==> config.mk <==
export PLATFORM = sky130hd
export DESIGN_NAME = fetch_top
export DESIGN_NICKNAME = d
export VERILOG_FILES = /design/src/hdl/fetch_pkg.sv /design/src/hdl/fetch_pc.sv /design/src/hdl/fetch_if_stage.sv /design/src/hdl/fetch_inst_queue.sv /design/src/hdl/fetch_top.sv
export SDC_FILE = /design/constraint.sdc
export NUM_CORES = 1
export LEC_CHECK = 0
export ABC_AREA = 1
export ABC_CLOCK_PERIOD_IN_PS = 5100
export BUFFER_PORTS_ARGS = -buffer_cell sky130_fd_sc_hd__clkbuf_2
export CAP_MARGIN = 10
export CORE_MARGIN = 2
export CORE_UTILIZATION = 57
export DETAILED_ROUTE_END_ITERATION = 7
export GPL_TIMING_DRIVEN = 0
export PLACE_DENSITY = 0.87
export REMOVE_ABC_BUFFERS = 1
export SLEW_MARGIN = 0
export SYNTH_ARGS = -nofsm -noshare
export SYNTH_HDL_FRONTEND = slang
export SYNTH_SLANG_ARGS = --single-unit
==> constraint.sdc <==
create_clock -name i_clk -period 5.1 [get_ports i_clk]
set_input_delay 0.765 -clock i_clk [delete_from_list [all_inputs] [get_ports i_clk]]
set_output_delay 0.765 -clock i_clk [all_outputs]
set_load 0.02 [all_outputs]
==> src/hdl/fetch_pkg.sv <==
// fetch package, shared widths and the fetch state encoding
package fetch_pkg;

  // program counter, byte address of one 32-bit instruction
  typedef logic [31:0] pc_t;

  // one fetched instruction
  typedef logic [31:0] inst_t;

  // sram byte address, low three bits always zero
  typedef logic [31:0] sram_addr_t;

  // sram read word, two instructions side by side
  // upper half holds the instruction at pc[2] = 1
  typedef logic [63:0] sram_data_t;

  // request tracking in the if stage
  //   FS_IDLE  nothing outstanding
  //   FS_WAIT  request accepted, data still to come
  //   FS_DROP  request accepted, then a redirect made its data stale
  typedef enum logic [1:0] {
    FS_IDLE = 2'd0,
    FS_WAIT = 2'd1,
    FS_DROP = 2'd2
  } fetch_state_e;

endpackage

==> src/hdl/fetch_pc.sv <==
`timescale 1ns/1ns
// fetch program counter, steps by 4 per request or jumps to a branch target
module fetch_pc #(
  parameter fetch_pkg::pc_t PC_RESETVAL = 32'h8000_0000
) (
  input  logic                  i_clk,
  input  logic                  i_rst_n,
  input  logic                  i_step,       // request accepted, move on
  input  logic                  i_redirect,   // taken branch from decode
  input  fetch_pkg::pc_t        i_target,
  output fetch_pkg::pc_t        o_pc,
  output fetch_pkg::sram_addr_t o_sram_addr
);

  import fetch_pkg::*;

  pc_t pc_q;   // pc of the next request to issue

  // redirect wins over the sequential step
  always_ff @(posedge i_clk) begin
    if (!i_rst_n) begin
      pc_q <= PC_RESETVAL;
    end else if (i_redirect) begin
      pc_q <= i_target;
    end else if (i_step) begin
      pc_q <= pc_q + 32'd4;
    end
  end

  assign o_pc = pc_q;

  // sram word is 64 bits wide, so the address is 8-byte aligned
  // pc[2] picks the half later on
  assign o_sram_addr = {pc_q[31:3], 3'b000};

endmodule

==> src/hdl/fetch_if_stage.sv <==
`timescale 1ns/1ns
// fetch if stage, issues inst sram requests and selects the fetched instruction half
module fetch_if_stage #(
  parameter fetch_pkg::pc_t PC_RESETVAL = 32'h8000_0000
) (
  input  logic                  i_clk,
  input  logic                  i_rst_n,
  // branch bus from decode
  input  logic                  i_br_stall,
  input  logic                  i_br_taken,
  input  fetch_pkg::pc_t        i_br_target,
  // free slots in the instruction queue
  input  logic [3:0]            i_free,
  // inst sram interface
  output logic                  o_inst_sram_ren,
  output fetch_pkg::sram_addr_t o_inst_sram_addr,
  input  logic                  i_inst_sram_addr_ok,
  input  logic                  i_inst_sram_data_ok,
  input  fetch_pkg::sram_data_t i_inst_sram_rdata,
  // to the instruction queue
  output logic                  o_fs_valid,
  output fetch_pkg::inst_t      o_fs_inst,
  output fetch_pkg::pc_t        o_fs_pc
);

  import fetch_pkg::*;

  fetch_state_e state_q;
  fetch_state_e state_d;
  logic         run_q;        // keeps ren low in the first cycle out of reset
  logic         slot_ok;
  logic         req_ok;
  logic         req_accept;
  pc_t          next_pc;      // pc of the next request
  pc_t          req_pc_q;     // pc of the outstanding request

  // pre-if, decide whether a new request may go out

  // a beat already in flight owns one of the free slots
  assign slot_ok = (state_q == FS_WAIT) ? (i_free > 4'd1) : (i_free != 4'd0);

  // one outstanding request at most, a new one may overlap the returning data
  assign req_ok = (state_q == FS_IDLE) ||
                  ((state_q == FS_WAIT) && i_inst_sram_data_ok);

  // no request while the pc is about to be redirected
  assign o_inst_sram_ren = run_q & ~i_br_stall & ~i_br_taken & req_ok & slot_ok;
  assign req_accept      = o_inst_sram_ren & i_inst_sram_addr_ok;

  // if stage, return the data of the accepted request
  assign o_fs_valid = (state_q == FS_WAIT) & i_inst_sram_data_ok & ~i_br_taken;
  assign o_fs_inst  = req_pc_q[2] ? i_inst_sram_rdata[63:32]  // upper half
                                  : i_inst_sram_rdata[31:0];
  assign o_fs_pc    = req_pc_q;

  always_comb begin
    state_d = state_q;
    case (state_q)
      FS_IDLE: begin
        if (req_accept) begin
          state_d = FS_WAIT;
        end
      end
      FS_WAIT: begin
        if (i_inst_sram_data_ok) begin
          state_d = req_accept ? FS_WAIT : FS_IDLE;
        end else if (i_br_taken) begin
          state_d = FS_DROP;   // data still to come is stale
        end
      end
      FS_DROP: begin
        if (i_inst_sram_data_ok) begin
          state_d = FS_IDLE;   // stale data swallowed
        end
      end
      default: begin
        state_d = FS_IDLE;
      end
    endcase
  end

  always_ff @(posedge i_clk) begin
    if (!i_rst_n) begin
      state_q <= FS_IDLE;
      run_q   <= 1'b0;
    end else begin
      state_q <= state_d;
      run_q   <= 1'b1;
    end
  end

  // pc travels with the request until its data returns
  always_ff @(posedge i_clk) begin
    if (req_accept) begin
      req_pc_q <= next_pc;
    end
  end

  fetch_pc #(
    .PC_RESETVAL (PC_RESETVAL)
  ) u_pc (
    .i_clk       (i_clk),
    .i_rst_n     (i_rst_n),
    .i_step      (req_accept),
    .i_redirect  (i_br_taken),
    .i_target    (i_br_target),
    .o_pc        (next_pc),
    .o_sram_addr (o_inst_sram_addr)
  );

endmodule

==> src/hdl/fetch_inst_queue.sv <==
`timescale 1ns/1ns
// fetch instruction queue, small FIFO of instruction and pc pairs toward decode
module fetch_inst_queue #(
  parameter int QUEUE_DEPTH = 4
) (
  input  logic             i_clk,
  input  logic             i_rst_n,
  input  logic             i_flush,      // taken branch, drop everything
  // write side from the if stage
  input  logic             i_wr_valid,
  input  fetch_pkg::inst_t i_wr_inst,
  input  fetch_pkg::pc_t   i_wr_pc,
  // read side toward decode
  input  logic             i_rd_ready,
  output logic             o_rd_valid,
  output fetch_pkg::inst_t o_rd_inst,
  output fetch_pkg::pc_t   o_rd_pc,
  output logic [3:0]       o_free
);

  import fetch_pkg::*;

  localparam int PTR_W = $clog2(QUEUE_DEPTH);

  inst_t            inst_mem [QUEUE_DEPTH];
  pc_t              pc_mem   [QUEUE_DEPTH];
  logic [PTR_W-1:0] wr_ptr_q;
  logic [PTR_W-1:0] rd_ptr_q;
  logic [3:0]       count_q;
  logic             rd_en;

  // depth need not be a power of two, so wrap by hand
  function automatic logic [PTR_W-1:0] ptr_inc(input logic [PTR_W-1:0] ptr);
    if (ptr == PTR_W'(QUEUE_DEPTH - 1)) begin
      return '0;
    end
    return ptr + 1'b1;
  endfunction

  assign rd_en = o_rd_valid & i_rd_ready;

  always_ff @(posedge i_clk) begin
    if (!i_rst_n || i_flush) begin
      wr_ptr_q <= '0;
      rd_ptr_q <= '0;
      count_q  <= 4'd0;
    end else begin
      if (i_wr_valid) begin
        wr_ptr_q <= ptr_inc(wr_ptr_q);
      end
      if (rd_en) begin
        rd_ptr_q <= ptr_inc(rd_ptr_q);
      end
      count_q <= count_q + {3'd0, i_wr_valid} - {3'd0, rd_en};
    end
  end

  // entries themselves, write always lands in a free slot
  always_ff @(posedge i_clk) begin
    if (i_wr_valid) begin
      inst_mem[wr_ptr_q] <= i_wr_inst;
      pc_mem[wr_ptr_q]   <= i_wr_pc;
    end
  end

  assign o_rd_valid = (count_q != 4'd0);
  assign o_rd_inst  = inst_mem[rd_ptr_q];   // held until read
  assign o_rd_pc    = pc_mem[rd_ptr_q];
  assign o_free     = 4'(QUEUE_DEPTH) - count_q;

endmodule

==> src/hdl/fetch_top.sv <==
`timescale 1ns/1ns
// fetch front end top, if stage feeding the instruction queue toward decode
module fetch_top #(
  parameter fetch_pkg::pc_t PC_RESETVAL = 32'h8000_0000,
  parameter int             QUEUE_DEPTH = 4
) (
  input  logic                  i_clk,
  input  logic                  i_rst_n,
  // branch bus from decode
  input  logic                  i_br_stall,
  input  logic                  i_br_taken,
  input  fetch_pkg::pc_t        i_br_target,
  // inst sram interface
  output logic                  o_inst_sram_ren,
  output fetch_pkg::sram_addr_t o_inst_sram_addr,
  input  logic                  i_inst_sram_addr_ok,
  input  logic                  i_inst_sram_data_ok,
  input  fetch_pkg::sram_data_t i_inst_sram_rdata,
  // instructions to decode
  output logic                  o_inst_valid,
  output fetch_pkg::inst_t      o_inst,
  output fetch_pkg::pc_t        o_inst_pc,
  input  logic                  i_id_ready
);

  import fetch_pkg::*;

  logic       fs_valid;
  inst_t      fs_inst;
  pc_t        fs_pc;
  logic [3:0] free;   // queue space seen by the request logic

  fetch_if_stage #(
    .PC_RESETVAL         (PC_RESETVAL)
  ) u_if_stage (
    .i_clk               (i_clk),
    .i_rst_n             (i_rst_n),
    .i_br_stall          (i_br_stall),
    .i_br_taken          (i_br_taken),
    .i_br_target         (i_br_target),
    .i_free              (free),
    .o_inst_sram_ren     (o_inst_sram_ren),
    .o_inst_sram_addr    (o_inst_sram_addr),
    .i_inst_sram_addr_ok (i_inst_sram_addr_ok),
    .i_inst_sram_data_ok (i_inst_sram_data_ok),
    .i_inst_sram_rdata   (i_inst_sram_rdata),
    .o_fs_valid          (fs_valid),
    .o_fs_inst           (fs_inst),
    .o_fs_pc             (fs_pc)
  );

  fetch_inst_queue #(
    .QUEUE_DEPTH (QUEUE_DEPTH)
  ) u_inst_queue (
    .i_clk       (i_clk),
    .i_rst_n     (i_rst_n),
    .i_flush     (i_br_taken),   // redirect empties the queue at once
    .i_wr_valid  (fs_valid),
    .i_wr_inst   (fs_inst),
    .i_wr_pc     (fs_pc),
    .i_rd_ready  (i_id_ready),
    .o_rd_valid  (o_inst_valid),
    .o_rd_inst   (o_inst),
    .o_rd_pc     (o_inst_pc),
    .o_free      (free)
  );

endmodule

* Yosys cells after proc, flatten, opt, wreduce, memory -nomap -nowiden
Memories as Yosys holds them, arrays and structs flattened. A register that Yosys moved wholly into a read port is not among the register bits. Cells that the tools add are included.
Word-level totals: output and inout bits 98, word-level logic and storage cells 69, RAM bits 256, memories 2, input port bits 103, register bits 75
Cells by class: muxes and demuxes 27, reduce and logical (&&, ||, !) cells 9, bitwise operators 10, order comparisons 1, add/subtract/negate cells 6, eq/ne operators 7
Memory list:
- u_inst_queue.inst_mem | depth 4, width 32, rd ports 1, clocked after memory_dff 1, write ports 1, line fetch_inst_queue.sv:25 | inst_t inst_mem [QUEUE_DEPTH];
- u_inst_queue.pc_mem | depth 4, width 32, rd ports 1, clocked after memory_dff 1, write ports 1, line fetch_inst_queue.sv:26 | pc_t pc_mem [QUEUE_DEPTH];
Operator list (number):
- two-way mux 32 bit | 3
- adder 32 x 3 -> 32 bit, second input constant | 1
- two-way mux 2 bit | 12
- two-way mux 1 bit | 11
- AND 1 bit | 8
- nonzero test 4 bit | 2
- == test 2 bit, second input constant | 3
- one-hot mux 2 bit (3 select lines) | 1
- adder 2 x 1 -> 2 bit, second input constant | 2
- adder 4 x 1 -> 4 bit | 1
- greater-than comparator 4 x 1 -> 1 bit, second input constant | 1
- subtractor 3 x 4 -> 4 bit, first input constant | 1
- subtractor 4 x 1 -> 4 bit | 1
- != test 3 bit, second input constant | 1
- AND reduction 3 bit | 1
- == test 2 x 1 -> 1 bit, second input constant | 1
- logical NOT 2 bit | 1
- logical OR 1 bit | 2
- != test 2 x 1 -> 1 bit, second input constant | 1
- != test 2 bit, second input constant | 1
- inverter 1 bit | 2
- nonzero test 2 bit | 1
- logical AND 1 bit | 1
- logical NOT 1 bit | 1

* Longest topological paths before layout
depth in word-level cells 9, mapped depth 14, mapped depth without buffers 13

* By module
Synthesis repeated with hierarchy kept, for this count alone.
Unflattened totals: cell total of the unflattened synthesis 1164, area total of the unflattened synthesis 13995.9 µm²
By module, submodules not included:
- fetch_inst_queue | cells each 695, instances 1, area each 10088.4 µm², seq. area each 7887.6 µm²
- fetch_pc | cells each 369, instances 1, area each 2339.7 µm², seq. area each 640.6 µm²
- fetch_if_stage | cells each 100, instances 1, area each 1567.8 µm², seq. area each 1021.0 µm²

* Least setup slack after synthesis
No wires, ideal clock.
path type input -> register, start in i_inst_sram_data_ok, end mem u_inst_queue.inst_mem[0][0] (netlist name) (enable), data required time 4.613 ns, setup slack 0.797 ns, arrival time 3.816 ns, setup time 0.487 ns, stages on the path 4, path buffers 0, cell sequence inv_1 > nor3_1 > nand2_1 > nor2_1
On the way: longest elaborated chain between the ends 4
RTL lines:
- start: declaration | line fetch_top.sv:17 | input logic i_inst_sram_data_ok,
- AND 1 bit (2 in a row) | line fetch_if_stage.sv:51 | assign o_fs_valid = (state_q == FS_WAIT) & i_inst_sram_data_ok & ~i_br_taken;
- two-way mux 1 bit | line fetch_inst_queue.sv:60 | if (i_wr_valid) begin
- two-way mux 1 bit (implied by the code) | line fetch_inst_queue.sv:61 | inst_mem[wr_ptr_q] <= i_wr_inst;
- end: declaration | line fetch_inst_queue.sv:25
No other way between the ends.

==> impl_metrics.ini <==
[yosys]
yosysSeqAreaShare = 0.676
post-synth-top-area-fraction = 0.612
yosys_warnings = 0
synthDominantAreaCellType = sky130_fd_sc_hd__edfxtp_1
netlist_instances = 1259
synth_enable_flop_cells = 288
yosys-top-cells-area = sky130_fd_sc_hd__edfxtp_1, sky130_fd_sc_hd__dfxtp_1, sky130_fd_sc_hd__nand2_1
synthArstFlopShare = 0
syn-cell-area_um2 = 14100
number_of_register_bits_inferred_by_synthesis = 333
avgSynthCellArea_um2 = 11.2
netlist-cell-type-count = 34
synthFlopType = sky130_fd_sc_hd__edfxtp_1

[timing]
tightest_slew_ns = 0.971
setup_viol = 0
clock_skew_ns = 0.0231
slew_headroom = 0.351
rsz0062_at_grt = false
post_route_clock_period_utilization = 0.694
postLayoutSetupSlackWorst_ns = 1.56
fmax_mhz = 282
report.final.hold_viol_count = 0
maxSlewViolCount = 0
fin_crit_ns = 3.54

[placement]
place.detailed.hpwl_mm = 19.5
placed_area_um2 = 15400
total_of_buffers_placed_on_input_and_output_ports = 197
placed_cells = 1702
place.gp.congestion = 0.883
placement.setup.worst_slack_ns = 0.511

[setup_path]
path_delay_family = buffers and inverters
worst-path-buf-inv = 4
slowest_delay_ns = 0.73
critPathKind = reg2out
ff2ff_setup_slack_ns = 2.06
critPathCaptureType = primary output
crit_path_required_time_ns = 4.34
worst_ep_arrival_time_ns = 2.77
timing.critical_path.slowest_stage_cell = sky130_fd_sc_hd__dfxtp_2
critical-path-top-cell-by-count = sky130_fd_sc_hd__buf_12
crit_chain = buf_12 -> clkinv_2 -> buf_12 -> o21ai_0 -> o22ai_1 -> clkbuf_2
startpoint_type = flip-flop
path_max_fanout = 38

[grt]
grt_remaining_overflow = 0
grt_first_pass_wirelength_mm = 48.1
grt_max_degree = 97
grt_pass1_vias = 9706
antenna_found_initial = 0
globalRouteTotalUtil = 0.234

[clock_network]
clock_tree_from_tritoncts = yes
cts.reportedPaths.clkPinSlew_ns = 0.06
clockBufferDepth = 3
cts_inserted_buffers = 35
clock-root-buffer = sky130_fd_sc_hd__clkbuf_16
tritoncts_num_sinks = 333
clk-insertion-delay-late_ns = 0.51
cts.repair.resized = 0
cts.repair_timing.setup_buffer_count = 0
postCtsHoldBufs = 0
htree_levels = 2

[cells_and_area]
finish.net_count = 1532
diodes = 0
final_cells = 1766
finalInstanceArea_um2 = 16500
synthToLayoutAreaGrowth_pct = 16.5
post_route_cells_drive_above_1_share = 0.224

[drt]
drc = 0
wirelength_mm = 30.6
drt_first_iter_violations = 789
route.met2.wl_mm = 14.6
wirelength_met1_mm = 12.5
via_count = 9896
drt-pass1-iter-count = 5
routed_wire_length_per_instance_um = 17.3
route.met3.wl_mm = 2.57
detail-route-antenna-nets = 0
routed_via_density = 5.60
top_layer_used_by_detailed_routing = met4

[floorplanning]
dieWidth_um = 161
num_io_pins = 201
fp-row-count = 57
core_um2 = 24300
start_util = 0.581
height_of_the_chip_um = 161
dieArea_um2 = 26100

[outcome]
run_status = finished clean

[power]
netSwitchingFraction = 0.236
power.net_switching_mw = 1.40
design_power_total_mw = 5.95
static-leakage-power_nw = 6.14
ir_drop_v = 0.000240
power_per_cell_area_nw_per_um2 = 362
power_frac_comb = 0.094
p_clk_frac = 0.395
power_report.internal_total_mw = 4.55
pwr-share-seq = 0.510

[hold_path]
hp-class = reg2reg

[flow_run]
cap_viol_max_count = 0
[cells by family (layout without fill, tap and decap cells)]
logic type / after synthesis / after routing / share of synthesized area
and+or+nand+nor: 483 / 483 / 0.140
AOI/OAI and AO/OA: 232 / 232 / 0.0889
xor gates and xnor gates: 5 / 5 / 0.00310
buffers and inverters: 160 / 341 / 0.0543
other: 1 / 3 / 0.000265
adders and majority gates: 13 / 13 / 0.0120
muxes: 32 / 32 / 0.0255
DFF: 333 / 333 / 0.676
[path summary, 6_finish.rpt]
kind	endpoint	cells after the start	startpoint
min reg2reg	u_if_stage.o_fs_pc[0]$_DFFE_PP_	0	u_if_stage.u_pc.o_pc[0]$_SDFFE_PN0P_
max reg2reg	u_if_stage.u_pc.o_pc[17]$_SDFFE_PN0P_	13	u_inst_queue.count_q[1]$_SDFF_PP0_
max	o_inst_pc[3]	6	flip-flop
min	u_if_stage.o_fs_pc[0]$_DFFE_PP_	0	u_if_stage.u_pc.o_pc[0]$_SDFFE_PN0P_
[registers in the layout (all words and copies together), names as in the netlist, named ones only]
name / count
u_inst_queue.rd_ptr_q: 2
u_if_stage.run_q: 1
u_inst_queue.wr_ptr_q: 2
u_inst_queue.inst_mem: 128
u_if_stage.u_pc.o_pc: 32
u_inst_queue.count_q: 4
u_if_stage.state_q: 2
u_inst_queue.pc_mem: 128
u_if_stage.o_fs_pc: 32
[metrics by stage]
| step | hold WS (ns) | setup TNS (ns) | utilization |
|---|---|---|---|
| finish | 0.438 | 0 | 0.677 |
| global placement | 0.413 | -920.75 | 0.617 |
| CTS | 0.435 | 0 | 0.676 |
| global route | 0.452 | 0 | 0.677 |
| detailed placement | 0.419 | 0 | 0.632 |
| floorplan | 0.403 | -24.16 | - |
[power groups by stage]
stage	Sequential (mW)	Clock (mW)	Combinational (mW)
after floorplan	3.10	0	0.322
after global placement	3.12	0	0.511
after detailed placement	3.10	0	0.558
after CTS	3.04	2.40	0.560
after global routing	3.04	2.51	0.619
final	3.04	2.35	0.560
[layer usage]
metal | GRT usage | vias to the layer above
met3 | 0.0431 | 70
met5 | 0 | -
met2 | 0.395 | 422
met1 | 0.301 | 4707
met4 | 0.0933 | 0
li1 | - | 4697
[layout make-up]
cell class                 instances  area [um2]
timing repair buffer             212        1310
clock inverter                    16         130
multi-input combinational        768        3860
inverter                          66         251
tap                              324         405
clock buffer                      47         952
fill                            1739        7860
sequential                       333        9550
[cell usage in the layout (no fill, tap or decap), types with 4 or more instances in the layout]
cell,n
sky130_fd_sc_hd__nor2_4,6
sky130_fd_sc_hd__mux2_1,4
sky130_fd_sc_hd__nand2_2,7
sky130_fd_sc_hd__nor2_1,181
sky130_fd_sc_hd__edfxtp_1,288
sky130_fd_sc_hd__mux2_2,28
sky130_fd_sc_hd__inv_1,57
sky130_fd_sc_hd__a21oi_1,21
sky130_fd_sc_hd__clkbuf_1,10
sky130_fd_sc_hd__nand3_1,70
sky130_fd_sc_hd__nand2_1,201
sky130_fd_sc_hd__clkbuf_16,36
sky130_fd_sc_hd__buf_16,4
sky130_fd_sc_hd__ha_1,12
sky130_fd_sc_hd__o22ai_1,64
sky130_fd_sc_hd__o21ai_0,139
sky130_fd_sc_hd__clkinv_1,5
sky130_fd_sc_hd__buf_12,10
sky130_fd_sc_hd__dfxtp_1,43
sky130_fd_sc_hd__inv_2,4
sky130_fd_sc_hd__clkbuf_2,197
sky130_fd_sc_hd__nor2_2,8
sky130_fd_sc_hd__nand4_1,4
sky130_fd_sc_hd__clkinv_2,8
[synth_stat cells, drive strengths merged (3+ instances only)]
library cell and number:
edfxtp 288, nand2 208, nor2 195, o21ai 142, nand3 72, o22ai 64
inv 62, buf 50, dfxtp 45, clkbuf 44, mux2 32, a21oi 21
ha 12, clkinv 4, nand4 4, xor2 3
No activity file was read; power rests on OpenSTA's default activity.
